**src/tlb_l2_consts.svh**
```systemverilog
//////////////////////////////////////////////////
// Address widths, page size and table geometry
// Configuration address fields
// Virtual entry word bit positions
//////////////////////////////////////////////////

`ifndef TLB_L2_CONSTS_SVH
`define TLB_L2_CONSTS_SVH

`define TLB_VA_WIDTH        32
`define TLB_PA_WIDTH        40
`define TLB_PAGE_BITS       12  // 4 kB pages

// Table geometry
`define TLB_SET_BITS        5
`define TLB_OFFSET_BITS     2
`define TLB_NUM_BANKS       4
`define TLB_BANK_BITS       2

// Configuration word address
`define TLB_CFG_ADDR_WIDTH  11
`define TLB_CFG_PA_SEL_BIT  10  // High selects the physical-page RAM
`define TLB_CFG_HALF_BIT    2
`define TLB_CFG_OFFSET_LSB  3   // Entry index starts here

// RAM word widths
`define TLB_VA_DATA_WIDTH   24
`define TLB_PA_DATA_WIDTH   28

// Virtual entry word, page number in the low bits
`define TLB_VA_VALID_BIT    20
`define TLB_VA_RD_BIT       21
`define TLB_VA_WR_BIT       22
`define TLB_VA_COH_BIT      23

`endif

```
**src/tlb_l2_pkg.sv**
```systemverilog
//////////////////////////////////////////////////
// Address, page number and index types
// Access type and FSM state enums
//////////////////////////////////////////////////

`include "tlb_l2_consts.svh"

package tlb_l2_pkg;

   // Addresses and page numbers
   typedef logic [`TLB_VA_WIDTH-1:0]                 va_addr_t;
   typedef logic [`TLB_PA_WIDTH-1:0]                 pa_addr_t;
   typedef logic [`TLB_VA_WIDTH-`TLB_PAGE_BITS-1:0]  vpn_t;
   typedef logic [`TLB_PA_WIDTH-`TLB_PAGE_BITS-1:0]  ppn_t;

   // Table indices
   typedef logic [`TLB_SET_BITS-1:0]                     set_idx_t;
   typedef logic [`TLB_OFFSET_BITS-1:0]                  offset_idx_t;
   typedef logic [`TLB_SET_BITS+`TLB_OFFSET_BITS-1:0]    entry_idx_t;  // Set, then offset
   typedef logic [`TLB_BANK_BITS-1:0]                    bank_idx_t;
   typedef logic [`TLB_CFG_PA_SEL_BIT-1:0]               pa_idx_t;

   // Configuration port
   typedef logic [`TLB_CFG_ADDR_WIDTH-1:0]  cfg_addr_t;
   typedef logic [`TLB_VA_DATA_WIDTH-1:0]   va_word_t;
   typedef logic [`TLB_PA_DATA_WIDTH-1:0]   ppn_word_t;

   typedef enum logic {
      ACC_READ,
      ACC_WRITE
   } access_e;

   typedef enum logic [1:0] {
      S_IDLE,
      S_START,
      S_SEARCH,
      S_DONE
   } search_state_e;

   typedef enum logic [1:0] {
      O_IDLE,
      O_WAIT_WRITE,
      O_SEND
   } out_state_e;

endpackage

```
**src/tlb_l2_search_ctrl.sv**
```systemverilog
//////////////////////////////////////////////////
// Request capture and busy flag
// Search FSM with offset counter
//////////////////////////////////////////////////

`include "tlb_l2_consts.svh"

module tlb_l2_search_ctrl (
   input  logic                          clk_i,
   input  logic                          rst_ni,
   input  logic                          req_i,
   input  tlb_l2_pkg::va_addr_t          req_addr_i,
   input  tlb_l2_pkg::access_e           req_acc_i,
   input  logic                          cfg_we_i,
   input  logic                          found_i,
   input  logic                          result_done_i,
   input  logic                          trans_sent_i,
   output logic                          busy_o,
   output logic                          lookup_o,
   output tlb_l2_pkg::set_idx_t          set_o,
   output tlb_l2_pkg::offset_idx_t       offset_o,
   output tlb_l2_pkg::vpn_t              vpn_o,
   output tlb_l2_pkg::access_e           acc_o,
   output logic                          last_o,
   output logic [`TLB_PAGE_BITS-1:0]     page_offset_o
);

   import tlb_l2_pkg::*;

   search_state_e               state_q, state_d;
   offset_idx_t                 offset_q;
   logic                        issued_all_q;   // Offset 3 already looked up
   logic                        last_cmp_q;     // Offset 3 compared this cycle
   logic                        accept;
   vpn_t                        vpn_q;
   access_e                     acc_q;
   logic [`TLB_PAGE_BITS-1:0]   page_offset_q;

   assign busy_o = (state_q != S_IDLE);
   assign accept = req_i && !busy_o;

   //////////////////////////////////////////////////
   // Search FSM
   //////////////////////////////////////////////////

   always_comb begin
      state_d = state_q;
      unique case (state_q)
         S_IDLE:   if (accept) state_d = S_START;
         S_START:  state_d = S_SEARCH;
         S_SEARCH: if (found_i || last_cmp_q) state_d = S_DONE;
         S_DONE:   if (trans_sent_i || result_done_i) state_d = S_IDLE;
         default:  state_d = S_IDLE;
      endcase
   end

   // Any configuration write stalls the lookup
   assign lookup_o = (state_q == S_SEARCH) && !cfg_we_i && !issued_all_q;
   assign last_o   = lookup_o && (offset_q == '1);

   always_ff @(posedge clk_i) begin
      if (!rst_ni) begin
         state_q      <= S_IDLE;
         offset_q     <= '0;
         issued_all_q <= 1'b0;
         last_cmp_q   <= 1'b0;
      end else begin
         state_q    <= state_d;
         last_cmp_q <= last_o;
         if (state_q == S_START) begin
            offset_q     <= '0;
            issued_all_q <= 1'b0;
         end else if (last_o) begin
            issued_all_q <= 1'b1;
         end else if (lookup_o) begin
            offset_q <= offset_q + 1'b1;
         end
      end
   end

   // Request payload
   always_ff @(posedge clk_i) begin
      if (accept) begin
         vpn_q         <= vpn_t'(req_addr_i >> `TLB_PAGE_BITS);
         acc_q         <= req_acc_i;
         page_offset_q <= req_addr_i[`TLB_PAGE_BITS-1:0];
      end
   end

   assign set_o         = vpn_q[`TLB_SET_BITS-1:0];
   assign offset_o      = offset_q;
   assign vpn_o         = vpn_q;
   assign acc_o         = acc_q;
   assign page_offset_o = page_offset_q;

   a_no_offset_wrap : assert property (@(posedge clk_i) disable iff (!rst_ni)
      (state_q == S_SEARCH) && (offset_q == '1) |=> (offset_q == '1));

endmodule

```
**config.mk**
```make
export PLATFORM = sky130hd
export DESIGN_NAME = tlb_l2_search_ctrl
export DESIGN_NICKNAME = d
export VERILOG_FILES = /design/src/tlb_l2_pkg.sv /design/src/tlb_l2_search_ctrl.sv
export VERILOG_INCLUDE_DIRS = /design/src
export SDC_FILE = /design/constraint.sdc
export NUM_CORES = 1
export LEC_CHECK = 0
export BUFFER_PORTS_ARGS = -buffer_cell sky130_fd_sc_hd__buf_2
export CAP_MARGIN = 20
export CORE_MARGIN = 2
export CORE_UTILIZATION = 40
export DETAILED_ROUTE_END_ITERATION = 7
export PLACE_DENSITY = 0.75
export SLEW_MARGIN = 0
export SYNTH_ARGS = -nofsm -noshare
export SYNTH_HDL_FRONTEND = slang
export SYNTH_SLANG_ARGS = --single-unit
export TNS_END_PERCENT = 10
```
**constraint.sdc**
```tcl
create_clock -name clk_i -period 6.6 [get_ports clk_i]
set_input_delay 0.33 -clock clk_i [delete_from_list [all_inputs] [get_ports clk_i]]
set_output_delay 0.33 -clock clk_i [all_outputs]
set_load 0.01 [all_outputs]
```
Yosys cells after proc, flatten, opt, wreduce, memory -nomap -nowiden

Index checks and enable logic that the tools add are counted.

Flip-flop bits (word level): 39
Bits of input ports: 40
Output and inout port bits: 43
Word-level logic and storage cells: 35

Add/sub/neg operators: 1
Eq/ne operators: 7
Muxes and demuxes: 4
Bitwise logic cells: 2
Reductions and logical operators: 14

Operator list:

| cell                | count |
|---|---|
| $pmux 2 s4          | 1 |
| $eq 2x2->1 const B  | 3 |
| $mux 2              | 3 |
| $ne 2x2->1 const B  | 3 |
| $logic_and 1x1->1   | 4 |
| $logic_not 1->1     | 3 |
| $reduce_and 3->1    | 1 |
| $add 2x1->2 const B | 1 |
| $eq 2x1->1 const B  | 1 |
| $logic_not 2->1     | 1 |
| $logic_or 1x1->1    | 2 |
| $not 1->1           | 2 |
| $reduce_and 2->1    | 1 |
| $reduce_bool 2->1   | 1 |
| $reduce_or 2->1     | 1 |

Depth between registers and ports, before layout

Depth in word-level cells: 6
Depth in mapped cells: 5
Depth with buffers taken out: 5

Worst setup path before layout

OpenSTA, ideal clock, no wires.

Path kind: reg2reg
Start point: register state_q[0]
End point: register acc_q, in the netlist acc_o, enable pin
Library setup time: 0.424 ns
Arrival: 2.095 ns
Required time: 6.176 ns
Slack: 4.081 ns
Stages on the path, launching flop included: 5
Buffers on the path: 0
Period minus slack after synthesis: 2.519 ns
Cell sequence: dfxtp_1 inv_1 ha_1 inv_1 nor2_1

Longest elaborated chain between the ends: 3

RTL lines:

| what                   | RTL line                 | text |
|---|---|---|
| start, declared        | tlb_l2_search_ctrl.sv:30 | `search_state_e state_q, state_d;` |
| start signal, assigned | tlb_l2_search_ctrl.sv:68 | `state_q <= state_d;` |
| $reduce_bool 2->1      | tlb_l2_search_ctrl.sv:39 | `assign busy_o = (state_q != S_IDLE);` |
| net busy_o             | tlb_l2_search_ctrl.sv:18 | `output logic busy_o,` |
| $logic_not 1->1        | tlb_l2_search_ctrl.sv:40 | `assign accept = req_i && !busy_o;` |
| $logic_and 1x1->1      | tlb_l2_search_ctrl.sv:40 |  |
| net accept             | tlb_l2_search_ctrl.sv:34 | `logic accept;` |
| end signal, assigned   | tlb_l2_search_ctrl.sv:85 | `acc_q <= req_acc_i;` |
| end, declared          | tlb_l2_search_ctrl.sv:36 | `access_e acc_q;` |

The timed path passes the listed nets, and every way through them passes these cells.
A chain may end at the register's enable or synchronous reset.

Worst setup path after layout

Start point: register state_q[0]
End point: output port last_o

Longest elaborated chain between the ends: 4

RTL lines:

| what                            | RTL line                 | text |
|---|---|---|
| $eq 2x2->1                      | tlb_l2_search_ctrl.sv:58 | `assign lookup_o = (state_q == S_SEARCH) && !cfg_we_i && !issued_all_q;` |
| $logic_and 1x1->1 (2 in series) | tlb_l2_search_ctrl.sv:58 |  |
| $logic_and 1x1->1               | tlb_l2_search_ctrl.sv:59 | `assign last_o = lookup_o && (offset_q == '1);` |
| end, declared                   | tlb_l2_search_ctrl.sv:24 | `output logic last_o,` |

No other way between the ends.

==> run summary <==
The region available for standard cell placement spans 3340 µm². Summed over all failing endpoints, the final setup total negative slack is 0 ns. Counting the buffers created by CTS gives 5. The start point of the critical path was state_q[0]. The run finished with clean final reports. The portion of synthesized cell area occupied by the leading cell type works out to 71.0%. Max-cap violations in this run came to 0. The routed layout has 916 vias. The slowest stage of the critical path belongs to the cell dfxtp_1.

In this run the power density over the cells is 350 nW/µm². edfxtp_1 takes more of the synthesized area than any other cell. Together, buffers and inverters on the worst path number 2. Gates resized during post-CTS repair numbered 0.

The worst register-to-register path begins at state_q[0]. TritonCTS built the clock tree. STA classifies the critical path endpoint as an output pin. The synthesis-to-finish area growth is 37.0%, and the total power after layout is 669 µW.

The largest single stage delay on the critical path is 0.40 ns. By count the netlist is led by 33 x edfxtp_1, 6 x dfxtp_1, 6 x ha_1, 6 x nor2_1, 5 x buf_4. Along the worst path, the maximum fanout reaches 5. The post-layout net count was 206; the post-CTS clock slew at the launch and capture registers of the worst setup and hold paths was 0.11 ns. The run gives 0.663 as the final weighted congestion in routability-driven placement. The cell at the root of the clock tree was clkbuf_4.

The worst setup path is launched from a register. Total die area: 3980 µm². The run gives 0 as the initial antenna violation count.

CTS built an H-tree with a depth of 2. The hold violation total from the final report was 0. The max-slew violation count was 0. The repair_antennas step left the layout with diodes totalling 0. The per-cell routed wire length is 12.3 µm, and the placed cell area is 1840 µm². Most common cell in the synthesized netlist: edfxtp_1. Clock skew on the completed layout was measured at 0.00226 ns. The floorplan step set the die height to 63.1 µm. At the worst endpoint, the required time is 6.27 ns.

The signal on the critical path passes through inv_1, ha_1, and4bb_2, buf_2. The number of buffers added to fix hold violations after cts was 0. The worst setup path is of the register to output pin kind. After synthesis, the share of flip-flops with an asynchronous set or reset is 0%.

Post-route non-filler standard cell count: 207. The ratio of cells with drive above 1 in the final layout was 57.8%; the post-layout minimum cycle time was 1.79 ns. The die is 63.1 µm wide. The first global-routing pass estimated 3820 µm of wire. Summed over all layers, the routed wires come to 2550 µm. The clock passes through at most 2 buffers. Startpoint of the lowest-slack hold path: req_addr_i[10]. The number of nets with antenna violations after detailed routing is 0, and the mean number of vias per cell is 4.43. The most used flip-flop cell after synthesis is edfxtp_1. Counting flops and latches in the post-synthesis netlist gives 39.

Including well taps, the total number of placed cells is 199. Entering global routing, the biggest net connects 34 pins. Based on the critical path, the design can be clocked at up to 559 MHz.

The number of instances in the synthesized netlist was 75; the slew at the pin with the worst max-slew slack was 0.449 ns. The post-route standard cell area excluding fillers was 1910 µm²; the number of enable flip-flop cells after synthesis was 33. Class of the tightest hold or removal check: input port to register. Detailed placement finished with a half-perimeter wire length of 2060 µm. Setup repair after global routing left no endpoint under its margin.

The insertion delay of the later-clocked pin in the worst-skew pair was 0.32 ns; the count of port buffers added during placement was 82. Of the synthesized area, sequential elements account for 79.6%. Initial cell density of the core: 41.8%. For the worst IR drop on VDD, the log shows 159 µV.

The number of optimization iterations in the first detailed-route pass came out at 2. By area the synthesized netlist is led by edfxtp_1 71%, dfxtp_1 8.6%, ha_1 5.4%. After synthesis, the netlist uses 18 different library cells. The floorplan has 21 rows. The logs give 890 for the number of global-route vias before repair and 0 for the number of setup violations in the final report.

The final critical-path share of the clock period came out at 27.1%. In this run the mean area of a mapped cell was 18.6 µm². The clock net in this run drives a total of 39 sinks. Global routing used 13.1% of the available tracks.

The data arrival time of the critical path is 1.46 ns, and the leakage power figure is 0.000858 µW. For this run, design rule violations remaining after detail routing come to 0. The mapped netlist covers 1400 µm². After clock tree synthesis, the setup repair step added 0 buffers. For this run the aggregate overflow at the end of global routing stands at 0.

For the number of nets in the synthesized netlist, the log shows 121. For the normalized max-slew margin, the log shows 70.1%. After the first detailed-routing iteration, the DRC count stood at 45. Pin placement for this block handled 83 I/O pins.

The count of yosys warnings during synthesis is 0. The category of cells accounting for the largest share of critical-path delay was flip-flops.
## metal layers
layer	GRT usage [%]	share of wire, %	vias to the layer above
met5	0	0	-
met4	5.00	0.74	0
met3	7.32	14	5
met2	22.2	47	66
met1	13.3	38	406
li1	-	-	439
## logic make-up (layout without fill, tap and decap cells)
group	Yosys count	after routing	share of synthesized area, %
flip-flops	39	39	79.6
AND/OR/NAND/NOR	15	15	7.17
buffers and inverters	9	95	3.76
adder cells (fa/ha/maj)	6	6	5.38
AO/OA/AOI/OAI	3	3	2.06
multiplexers	2	2	1.43
XOR/XNOR	1	1	0.627
## area by class of cell
| cell class | instances | area, µm² |
|---|---|---|
| Sequential cell | 39 | 1110 |
| Timing Repair Buffer | 83 | 418 |
| Fill cell | 287 | 1420 |
| Tap cell | 46 | 57.6 |
| Multi-Input combinational cell | 27 | 235 |
| Clock buffer | 5 | 37.5 |
| Clock inverter | 3 | 38.8 |
| Inverter | 4 | 15.0 |
## report_power, final
part           internal (µW)  switching (µW)
clock network           77.9            70.2
logic                   70.7            97.2
registers                335            18.0
total                    483             185
## cell usage in the layout, fill, tap and decap left out
cell        n
edfxtp_1   33
clkbuf_4    5
buf_2      82
clkinv_2    1
clkinv_1    1
and2_1      1
nand2_1     2
ha_1        6
nor2_2      1
or2_0       1
nor3b_1     2
nor4b_4     1
o211a_1     1
inv_1       4
dfxtp_1     6
a221oi_1    1
bufinv_16   1
mux2i_1     2
and4bb_2    1
nand2b_1    1
nor2_1      5
xnor2_1     1
buf_4       1
a221o_1     1
## per-stage QoR
stage / setup slack, ns / hold WS (ns) / utilization (%)
after floorplan: 4.08 / 0.429 / -
after global placement: 5.15 / 0.478 / 55.0
after detailed placement: 5.03 / 0.509 / 55.0
after CTS: 4.77 / 0.151 / 57.3
after global routing: 4.71 / 0.140 / 57.3
final: 4.81 / 0.173 / 57.3
## path summary, 6_finish.rpt
kind,end,slack (ns),cells past startpoint
worst max-delay path,last_o,4.81,4
worst min-delay path,page_offset_o[10],0.17,1
worst max register to register,state_q[1],5.03,5
worst min register to register,state_q[1],0.51,2
## sequential cells by signal (all words and copies together), names as in the netlist
name / flops
state_q: 2
acc_o: 1
last_cmp_q: 1
page_offset_o: 12
offset_o: 2
vpn_o: 20
issued_all_q: 1
Power figures use the tool's default switching activity.
